`src/rv32i_types.sv`:
```
`default_nettype none

package rv32i_types;

	// core-side address or data word
	typedef logic [31:0] rv32i_word;

	// one enable bit per byte of a word
	typedef logic [3:0] rv32i_mask;

endpackage : rv32i_types

`default_nettype wire

```
`src/cache_types.sv`:
```
`default_nettype none

package cache_types;

	// eight 32-bit words per line
	typedef logic [255:0] cache_line;

	// byte offset within a line, and word select within that offset
	localparam int offset_bits = 5;
	localparam int word_sel_bits = 3;

	// shared by both caches, icache never uses cs_write_back
	typedef enum logic [1:0] {
		cs_idle,
		cs_write_back,
		cs_fill,
		cs_respond
	} cache_state_e;

	typedef enum logic [1:0] {
		arb_idle,
		arb_serve_i,
		arb_serve_d
	} arb_state_e;

endpackage : cache_types

`default_nettype wire

```
`src/i_cache.sv`:
```
`timescale 1ns/1ps
`default_nettype none

module i_cache
	import rv32i_types::*;
	import cache_types::*;
#(
	parameter int s_index = 3
)
(
	input logic clk,
	input logic arst_n,

	input logic mem_read,
	input rv32i_word mem_addr,
	output logic mem_resp,
	output rv32i_word mem_rdata,

	output logic pmem_read,
	output rv32i_word pmem_addr,
	input logic pmem_resp,
	input cache_line pmem_rdata
);

localparam int tag_bits = 32 - s_index - offset_bits;
localparam int lines = 2 ** s_index;

logic [tag_bits-1:0] tag_arr [lines];
cache_line data_arr [lines];
logic [lines-1:0] valid;

cache_state_e state, state_next;

logic [s_index-1:0] idx;
logic [tag_bits-1:0] tag;
logic [word_sel_bits-1:0] word_sel;
logic hit;

assign idx = mem_addr[offset_bits +: s_index];
assign tag = mem_addr[31 -: tag_bits];
assign word_sel = mem_addr[offset_bits-1 -: word_sel_bits];
assign hit = valid[idx] && (tag_arr[idx] == tag);

always_comb begin
	state_next = state;
	case (state)
		cs_idle: begin
			if (mem_read)
				state_next = hit ? cs_respond : cs_fill;
		end
		cs_fill: begin
			if (pmem_resp)
				state_next = cs_respond;
		end
		cs_respond: state_next = cs_idle;
		default: state_next = cs_idle;
	endcase
end

always_ff @(posedge clk or negedge arst_n) begin
	if (!arst_n) begin
		state <= cs_idle;
		valid <= '0;
	end else begin
		state <= state_next;
		if (state == cs_fill && pmem_resp)
			valid[idx] <= 1'b1;
	end
end

// line and tag written together when the fill returns
always_ff @(posedge clk) begin
	if (state == cs_fill && pmem_resp) begin
		data_arr[idx] <= pmem_rdata;
		tag_arr[idx] <= tag;
	end
end

assign mem_resp = (state == cs_respond);
assign mem_rdata = data_arr[idx][32*word_sel +: 32];

assign pmem_read = (state == cs_fill);
assign pmem_addr = {mem_addr[31:offset_bits], {offset_bits{1'b0}}};

endmodule : i_cache

`default_nettype wire

```
`src/d_cache.sv`:
```
`timescale 1ns/1ps
`default_nettype none

module d_cache
	import rv32i_types::*;
	import cache_types::*;
#(
	parameter int s_index = 3
)
(
	input logic clk,
	input logic arst_n,

	input logic mem_read,
	input logic mem_write,
	input rv32i_mask mem_byte_enable,
	input rv32i_word mem_addr,
	input rv32i_word mem_wdata,
	output logic mem_resp,
	output rv32i_word mem_rdata,

	output logic pmem_read,
	output logic pmem_write,
	output rv32i_word pmem_addr,
	output cache_line pmem_wdata,
	input logic pmem_resp,
	input cache_line pmem_rdata
);

localparam int tag_bits = 32 - s_index - offset_bits;
localparam int lines = 2 ** s_index;

logic [tag_bits-1:0] tag_arr [lines];
cache_line data_arr [lines];
logic [lines-1:0] valid;
logic [lines-1:0] dirty;

cache_state_e state, state_next;

logic [s_index-1:0] idx;
logic [tag_bits-1:0] tag;
logic [word_sel_bits-1:0] word_sel;
logic hit;
rv32i_word cur_word;
rv32i_word merged;

assign idx = mem_addr[offset_bits +: s_index];
assign tag = mem_addr[31 -: tag_bits];
assign word_sel = mem_addr[offset_bits-1 -: word_sel_bits];
assign hit = valid[idx] && (tag_arr[idx] == tag);
assign cur_word = data_arr[idx][32*word_sel +: 32];

// new bytes where enabled, old bytes elsewhere
always_comb begin
	for (int i = 0; i < 4; i++)
		merged[8*i +: 8] = mem_byte_enable[i] ? mem_wdata[8*i +: 8] : cur_word[8*i +: 8];
end

always_comb begin
	state_next = state;
	case (state)
		cs_idle: begin
			if (mem_read || mem_write) begin
				if (hit)
					state_next = cs_respond;
				else if (valid[idx] && dirty[idx])
					state_next = cs_write_back;
				else
					state_next = cs_fill;
			end
		end
		cs_write_back: begin
			if (pmem_resp)
				state_next = cs_fill;
		end
		cs_fill: begin
			if (pmem_resp)
				state_next = cs_respond;
		end
		cs_respond: state_next = cs_idle;
		default: state_next = cs_idle;
	endcase
end

always_ff @(posedge clk or negedge arst_n) begin
	if (!arst_n) begin
		state <= cs_idle;
		valid <= '0;
		dirty <= '0;
	end else begin
		state <= state_next;
		if (state == cs_fill && pmem_resp) begin
			valid[idx] <= 1'b1;
			dirty[idx] <= 1'b0;
		end else if (state == cs_respond && mem_write) begin
			dirty[idx] <= 1'b1;
		end
	end
end

always_ff @(posedge clk) begin
	if (state == cs_fill && pmem_resp) begin
		data_arr[idx] <= pmem_rdata;
		tag_arr[idx] <= tag;
	end else if (state == cs_respond && mem_write) begin
		data_arr[idx][32*word_sel +: 32] <= merged;
	end
end

assign mem_resp = (state == cs_respond);
assign mem_rdata = cur_word;

// victim address rebuilt from the stored tag
assign pmem_addr = (state == cs_write_back) ?
	{tag_arr[idx], idx, {offset_bits{1'b0}}} :
	{mem_addr[31:offset_bits], {offset_bits{1'b0}}};
assign pmem_read = (state == cs_fill);
assign pmem_write = (state == cs_write_back);
assign pmem_wdata = data_arr[idx];

endmodule : d_cache

`default_nettype wire

```
`src/l1_arbiter.sv`:
```
`timescale 1ns/1ps
`default_nettype none

module l1_arbiter
	import rv32i_types::*;
	import cache_types::*;
(
	input logic clk,
	input logic arst_n,

	// icache side
	input logic cache_read_a,
	input rv32i_word cache_addr_a,
	output logic arb_resp_a,
	output cache_line arb_rdata_a,

	// dcache side
	input logic cache_read_b,
	input logic cache_write_b,
	input rv32i_word cache_addr_b,
	input cache_line cache_wdata_b,
	output logic arb_resp_b,
	output cache_line arb_rdata_b,

	output logic pmem_read,
	output logic pmem_write,
	output rv32i_word pmem_address,
	output cache_line pmem_wdata,
	input logic pmem_resp,
	input cache_line pmem_rdata
);

arb_state_e state, state_next;

// dcache wins a tie
always_comb begin
	state_next = state;
	case (state)
		arb_idle: begin
			if (cache_read_b || cache_write_b)
				state_next = arb_serve_d;
			else if (cache_read_a)
				state_next = arb_serve_i;
		end
		arb_serve_i, arb_serve_d: begin
			if (pmem_resp)
				state_next = arb_idle;
		end
		default: state_next = arb_idle;
	endcase
end

always_ff @(posedge clk or negedge arst_n) begin
	if (!arst_n)
		state <= arb_idle;
	else
		state <= state_next;
end

always_comb begin
	pmem_read = 1'b0;
	pmem_write = 1'b0;
	pmem_address = '0;
	case (state)
		arb_serve_i: begin
			pmem_read = cache_read_a;
			pmem_address = cache_addr_a;
		end
		arb_serve_d: begin
			pmem_read = cache_read_b;
			pmem_write = cache_write_b;
			pmem_address = cache_addr_b;
		end
		default: ;
	endcase
end

// only the dcache ever writes
assign pmem_wdata = cache_wdata_b;

assign arb_resp_a = (state == arb_serve_i) && pmem_resp;
assign arb_resp_b = (state == arb_serve_d) && pmem_resp;
assign arb_rdata_a = pmem_rdata;
assign arb_rdata_b = pmem_rdata;

endmodule : l1_arbiter

`default_nettype wire

```
`src/mem_hierarchy.sv`:
```
`timescale 1ns/1ps
`default_nettype none

module mem_hierarchy
	import rv32i_types::*;
	import cache_types::*;
#(
	parameter int s_index = 3
)
(
	input logic clk,
	input logic arst_n,

	// port A, instruction fetch
	input logic read_a,
	input rv32i_word address_a,
	output logic resp_a,
	output rv32i_word rdata_a,

	// port B, data access
	input logic read_b,
	input logic write,
	input rv32i_mask wmask,
	input rv32i_word address_b,
	input rv32i_word wdata,
	output logic resp_b,
	output rv32i_word rdata_b,

	output logic pmem_read,
	output logic pmem_write,
	output rv32i_word pmem_address,
	input cache_line pmem_rdata,
	output cache_line pmem_wdata,
	input logic pmem_resp
);

// icache to arbiter
logic cache_read_a;
rv32i_word cache_addr_a;
logic arb_resp_a;
cache_line arb_rdata_a;

// dcache to arbiter
logic cache_read_b;
logic cache_write_b;
rv32i_word cache_addr_b;
cache_line cache_wdata_b;
logic arb_resp_b;
cache_line arb_rdata_b;

i_cache #(.s_index(s_index)) icache (
	.clk,
	.arst_n,
	.mem_read(read_a),
	.mem_addr(address_a),
	.mem_resp(resp_a),
	.mem_rdata(rdata_a),
	.pmem_read(cache_read_a),
	.pmem_addr(cache_addr_a),
	.pmem_resp(arb_resp_a),
	.pmem_rdata(arb_rdata_a)
);

d_cache #(.s_index(s_index)) dcache (
	.clk,
	.arst_n,
	.mem_read(read_b),
	.mem_write(write),
	.mem_byte_enable(wmask),
	.mem_addr(address_b),
	.mem_wdata(wdata),
	.mem_resp(resp_b),
	.mem_rdata(rdata_b),
	.pmem_read(cache_read_b),
	.pmem_write(cache_write_b),
	.pmem_addr(cache_addr_b),
	.pmem_wdata(cache_wdata_b),
	.pmem_resp(arb_resp_b),
	.pmem_rdata(arb_rdata_b)
);

l1_arbiter l1_arb (
	.clk,
	.arst_n,
	.cache_read_a,
	.cache_addr_a,
	.arb_resp_a,
	.arb_rdata_a,
	.cache_read_b,
	.cache_write_b,
	.cache_addr_b,
	.cache_wdata_b,
	.arb_resp_b,
	.arb_rdata_b,
	.pmem_read,
	.pmem_write,
	.pmem_address,
	.pmem_wdata,
	.pmem_resp,
	.pmem_rdata
);

endmodule : mem_hierarchy

`default_nettype wire

```
`config.mk`:
```
export PLATFORM = sky130hd
export DESIGN_NAME = mem_hierarchy
export DESIGN_NICKNAME = d
export VERILOG_FILES = /design/src/rv32i_types.sv /design/src/cache_types.sv /design/src/i_cache.sv /design/src/d_cache.sv /design/src/l1_arbiter.sv /design/src/mem_hierarchy.sv
export SDC_FILE = /design/constraint.sdc
export NUM_CORES = 2
export LEC_CHECK = 0
export CORE_ASPECT_RATIO = 0.5
export CORE_MARGIN = 5
export CORE_UTILIZATION = 30
export CTS_CLUSTER_DIAMETER = 30
export DETAILED_ROUTE_END_ITERATION = 6
export DONT_BUFFER_PORTS = 1
export GPL_TIMING_DRIVEN = 1
export HOLD_SLACK_MARGIN = 0.12
export PLACE_DENSITY = 0.43
export SYNTH_ARGS = -nofsm -noshare
export SYNTH_HDL_FRONTEND = slang
export SYNTH_MEMORY_MAX_BITS = 65536
export SYNTH_SLANG_ARGS = --single-unit
```
`constraint.sdc`:
```
create_clock -name clk -period 58 [get_ports clk]
set_clock_uncertainty 0.05 [all_clocks]
set_input_delay 2.9 -clock clk [delete_from_list [all_inputs] [get_ports clk]]
set_output_delay 2.9 -clock clk [all_outputs]
set_load 0.01 [all_outputs]
```
Yosys cells after proc, flatten, opt, wreduce, memory -nomap -nowiden --
Memory sizes are Yosys's and may differ from the RTL's. Index checks and enable logic that the tools add are counted.
Storage, ports and cells: bits in registers 30, bits in writable memories 4480, bits of input ports 362, logic and storage cells 613, memories 4
Memory list:
- dcache.data_arr | depth 8, width 256, read ports 1, clocked after Yosys merged registers in 0, wr ports 1, RTL line d_cache.sv:34 | cache_line data_arr [lines];
- icache.data_arr | depth 8, width 256, read ports 1, clocked after Yosys merged registers in 0, wr ports 1, RTL line i_cache.sv:29 | cache_line data_arr [lines];
- dcache.tag_arr | depth 8, width 24, read ports 1, clocked after Yosys merged registers in 0, wr ports 1, RTL line d_cache.sv:33 | logic [tag_bits-1:0] tag_arr [lines];
- icache.tag_arr | depth 8, width 24, read ports 1, clocked after Yosys merged registers in 0, wr ports 1, RTL line i_cache.sv:28 | logic [tag_bits-1:0] tag_arr [lines];
Operators by class: add/sub/neg operators 1, order comparisons 4, eq/ne operators 16, shifts and indexed selects 4, multiplexer cells 297, bitwise gates (word level) 261, reduce and logical (&&, ||, !) cells 20
Operator list (count):
- $shiftx A256 B9 Y32 | 2
- $mux W1 | 269
- $mux W256 | 1
- $or A1 B1 Y1 | 256
- $shift A32 B34 Y256 const A | 1
- $shiftx A32 B34 Y256 | 1
- $pmux W32 S2 | 1
- $eq A24 B24 Y1 | 2
- $mux W8 | 6
- $neg A8 Y34 | 1
- $mux W32 | 1
- $or A8 B8 Y8 | 3
- $mux W2 | 10
- $eq A2 B2 Y1 const B | 5
- $logic_and A1 B1 Y1 | 10
- $ne A2 B2 Y1 const B | 5
- $bmux W1 S3 | 3
- $and A8 B8 Y8 | 1
- $lt A3 B4 Y1 const B | 2
- $not A8 Y8 | 1
- $pmux W2 S2 | 2
- $pmux W2 S4 | 1
- $demux W1 S3 | 2
- $ge A3 B1 Y1 const B | 2
- 10 further kinds | 15

Depth between registers and ports, before layout --
depth in word-level cells 7, mapped depth 15, gate-level depth less buffers 9

By module --
Synthesis repeated with hierarchy kept, for this count alone.
Second synthesis, totals: cell total of the unflattened synthesis 11062, area total of the unflattened synthesis 184085.3 um^2
By module, submodules not included:
- d_cache | times used 1, cells an instance 5404, area an instance 91363.9 um^2, seq. area each 67714.9 um^2
- i_cache | times used 1, cells an instance 4795, area an instance 85990.0 um^2, seq. area each 67514.8 um^2
- l1_arbiter | times used 1, cells an instance 863, area an instance 6731.5 um^2, seq. area each 50.0 um^2

Least setup slack after synthesis --
No wires, ideal clock.
kind input to register, start in address_a[5], end reg icache.valid[2], arrival 32.783 ns, required time 57.757 ns, slack 24.974 ns, cell stages on the path 8, path buffers 6, path through buf_2 > buf_2 > buf_2 > buf_1 > buf_2 > clkbuf_1 > nor4_1 > or2_2
Between the ends: longest elaborated chain between the ends 5, elaborated cells between the ends (all ways) 6
RTL lines:
- start: declaration | RTL line mem_hierarchy.sv:16 | input rv32i_word address_a,
- $lt A3 B4 Y1 (implied by the code) or $ge A3 B1 Y1 (tied branches) | RTL line i_cache.sv:67 | valid[idx] <= 1'b1;
- $logic_and A1 B1 Y1 (implied by the code) | RTL line i_cache.sv:67
- $mux W1 (implied by the code) | RTL line i_cache.sv:67
- $demux W1 S3 (*)
- $or A8 B8 Y8 (no line) (*)
- end signal: assignment | RTL line i_cache.sv:63 | valid <= '0;
- end signal: indexed assignment | RTL line i_cache.sv:67
- end: declaration | RTL line i_cache.sv:30 | logic [lines-1:0] valid;
Mark *: on every way between the ends. The rest lies on a longest branch, timed or not. A chain may end at the register's enable or synchronous reset.

Final worst setup path --
start in address_b[5], end out rdata_b[23]
Between the ends: longest elaborated chain between the ends 2
RTL lines:
- start: declaration | RTL line mem_hierarchy.sv:24 | input rv32i_word address_b,
- $mem_v2 Z8 W256
- via pmem_wdata[87] | RTL line mem_hierarchy.sv:33 | output cache_line pmem_wdata,
- $shiftx A256 B9 Y32 | RTL line d_cache.sv:51 | assign cur_word = data_arr[idx][32*word_sel +: 32];
- end: declaration | RTL line mem_hierarchy.sv:27 | output rv32i_word rdata_b,
The timed path passes the listed nets, and every way through them passes these cells.

==> run_results.csv <==
group,metric,value,unit
placed_design,dp.cells,17924,
sta,setup_viol,0,
critical_path,cp_num_buf_inv,4,
clock_network,clock-sinks,4510,
critical_path,crit_top_cell,"buf_16",
sta,timing.fmax,85.5,MHz
critical_path,crit_start,"address_b[5]",
logic_synthesis,synth_ff_type,"edfxtp_1",
floorplanning,io_pins,718,
layout,finalInstanceArea,0.216,mm²
logic_synthesis,synth_cell_types,92,
critical_path,critical_path.max_fanout,180,
job,cap_violations,0,
floorplanning,die_h,555,µm
critical_path,cp_cell_sequence,"buf_16 > buf_16 > buf_16 > and2_4 > buf_12 > a221oi_1 > o221ai_1 > o22ai_1 > a211o_1 > nor2_1",
global_route,grt_pass1_wl,1010000,µm
outcome,status,"complete, but fails checks",
pwr,irDropWorstVdd,0.0000327,V
floorplanning,die_x,1100,µm
global_route,grt_pass1_vias,101804,
critical_path,crit_path_top_delay_cell,"o221ai_1",
routing,via_per_inst,5.66,
placed_design,port_buffers,0,
floorplanning,coreArea,0.593,mm²
pwr,leakage,0.0703,µW
routing,dr.pass1.iters,6,
floorplanning,die_area,0.610,mm²
routing,vias,110163,
clock_network,cts_tree,"done",
logic_synthesis,synth_commonest_cells,"edfxtp_1, nand2_1, mux2i_1",
logic_synthesis,async_flop_share,0.665,%
logic_synthesis,synth_seq_area_share,76.0,%
worst_hold_path,hp-class,"flip-flop to flip-flop",
critical_path,cp_top_family,"buffers and inverters",
critical_path,critPathKind,"input port to output pin",
clock_network,clkLatencyLatePin,1.09,ns
logic_synthesis,synthCells,10335,
logic_synthesis,syn_avg_cell_area,17.2,µm²
critical_path,end_kind,"output pin",
clock_network,cts_resized,0,
clock_network,htree_levels,6,
pwr,intPower,6810,µW
placed_design,dpl.hpwl,484000,µm
logic_synthesis,yosys.cell_count.top_type,"edfxtp_1",
layout,nets,11212,
critical_path,crit_path_start_kind,"input port",
pwr,swShare,23.4,%
clock_network,clkTransAtPathRegs,0.05,ns
logic_synthesis,synth.ff_latch_count,4510,
pwr,switchingPower,2080,µW
logic_synthesis,yosysTopAreaCell,"edfxtp_1",
pwr,pwr-share-comb,6.7,%
sta,layout_setup_ws,46.31,ns
critical_path,critPathMaxStageDelay,0.94,ns
sta,rsz0062_at_grt,"false",
layout,final_cell_count_no_fill,19450,
critical_path,r2r_setup_slack,52.20,ns
sta,slew-limit-headroom,-27.6,%
sta,finalSetupTns,0,ns
logic_synthesis,synth.top_cell.area_share,75.6,%
logic_synthesis,ys_warn_count,0,
sta,fin_crit_sh,20.2,%
critical_path,worstPathArrival,8.74,ns
clock_network,ctsHoldBuffers,0,
pwr,pwr-share-clk,51.9,%
layout,finish.utilization,36.4,%
pwr,power_density,41.2,mW/mm²
critical_path,worstPathRequired,55.05,ns
routing,antenna_left,0,
layout,syn_to_final_growth,21.3,%
routing,drt-total-wl,779000,µm
global_route,grtUsageTotal,24.5,%
clock_network,postCtsSetupBuffers,0,
sta,hold_viol_final,0,
floorplanning,std_cell_rows,200,
sta,finalCriticalPeriod,11.69,ns
routing,drc,0,
sta,drv_slew,534,
clock_network,cts-root-buf,"clkbuf_16",
floorplanning,start_util,30.0,%
logic_synthesis,synth_edf_count,4480,
logic_synthesis,synthesis.area,0.178,mm²
layout,layout-drive-gt1-share,21.2,%
sta,tightest_slew,1.91,ns
clock_network,cts_made_buffers,783,
outcome,violations,"max-slew violations",
global_route,grt_overflow,0,
placed_design,placed_area,0.189,mm²
placed_design,pre_cts_slack,47.83,ns
placed_design,gp_congestion,0.898,
worst_hold_path,holdCritStartpoint,"dcache.valid[1]",
logic_synthesis,synth_area_leaders,"edfxtp_1, mux4_2, mux2i_1",
pwr,power_frac_seq,41.4,%
routing,wl_per_cell,40.1,µm
routing,dr.first_iter.drc_count,16327,
global_route,grt_max_degree,671,
critical_path,r2r_start,"l1_arb.state[0]",
global_route,antenna_found_initial,155,
clock_network,clock_tree.buffer_depth,4,
## layout make-up
type / count / area (µm²)
diodes: 69 / 173
clock buffers: 907 / 20700
clock inverters: 543 / 5690
fillers: 55359 / 377000
inverters: 66 / 269
multi-input cells: 5080 / 40600
flip-flops and latches: 4510 / 135000
well taps: 7878 / 9860
repair buffers: 397 / 3320
## kinds of logic (layout without fill, tap and decap cells)
group	count (synthesis)	after routing	share of synthesized area [%]
AO/OA/AOI/OAI	2236	2236	8.79
buffers and inverters	749	1913	1.96
XOR/XNOR	44	44	0.216
adder cells (fa/ha/maj)	12	12	0.0843
other	1	74	0.00211
AND/OR/NAND/NOR	1684	1684	4.18
multiplexers	1099	1099	8.76
flip-flops	4510	4510	76.0
## power by group through the flow
| stage | combinational, µW | clock (µW) | sequential, µW |
|---|---|---|---|
| after global routing | 610 | 4820 | 3680 |
| after CTS | 568 | 4650 | 3680 |
| after floorplan | 314 | 0 | 3770 |
| after detailed placement | 566 | 0 | 3740 |
| final | 595 | 4610 | 3680 |
| after global placement | 563 | 0 | 3740 |
## metrics by stage
step / total power (µW) / hold WS [ns]
after floorplan: 4080 / 0.378
after global placement: 4300 / 0.397
after detailed placement: 4310 / 0.402
after CTS: 8900 / 0.414
after global routing: 9110 / 0.426
final: 8890 / 0.410
## routing by layer
layer	vias to the layer above	GRT usage (%)	routed length [µm]
li1	43272	-	-
met1	59664	34.1	323000
met2	6126	36.7	341000
met3	1097	6.25	78700
met4	4	9.82	36300
met5	-	0	26
## final timing paths
kind / to / cells past startpoint
max in group asynchronous: icache.valid[2] / 0
worst max-delay path: rdata_b[23] / 10
min in group asynchronous: icache.valid[0] / 0
worst min-delay path: dcache.valid[1] / 1
worst min register to register: dcache.valid[1] / 1
worst max register to register: dcache.data_arr[4][158] / 10
## worst reg2reg max path, cell delays in order, from the launching register on
cell and delay, ns:
dfrtp_1 0.36, inv_1 0.07, ha_1 0.19, buf_4 0.23, nand3_1 0.84, nand2_1 0.44
nor3b_2 0.30, and3_1 0.91, nor2_2 0.45, nor2_4 0.97, buf_4 0.58
## flip-flops by register name, indices dropped and copies added, names as in the netlist, named ones only
signal and cells:
dcache.data_arr 2048, dcache.state 2, dcache.tag_arr 192, dcache.valid 8, icache.data_arr 2048, icache.state 2
icache.tag_arr 192, icache.valid 8, l1_arb.state 2
## layout by cell type (no fill, tap or decap), drive strengths merged, types with 30 or more instances in the layout
cell type	count
edfxtp	4480
clkbuf	907
nand2	867
mux2i	528
a22oi	469
o21ai	402
buf	397
a21oi	394
nor2	372
mux4	341
clkinv	328
mux2	230
a221oi	203
a22o	155
nand3	121
inv	102
bufinv	99
a31oi	82
clkinvlp	80
diode	69
o2bb2ai	69
o22ai	66
a221o	65
nand4	57
nand3b	54
nor2b	37
o211ai	35
o31ai	34
dfrtp	30
Note: power is estimated with default switching activity, not from simulation.
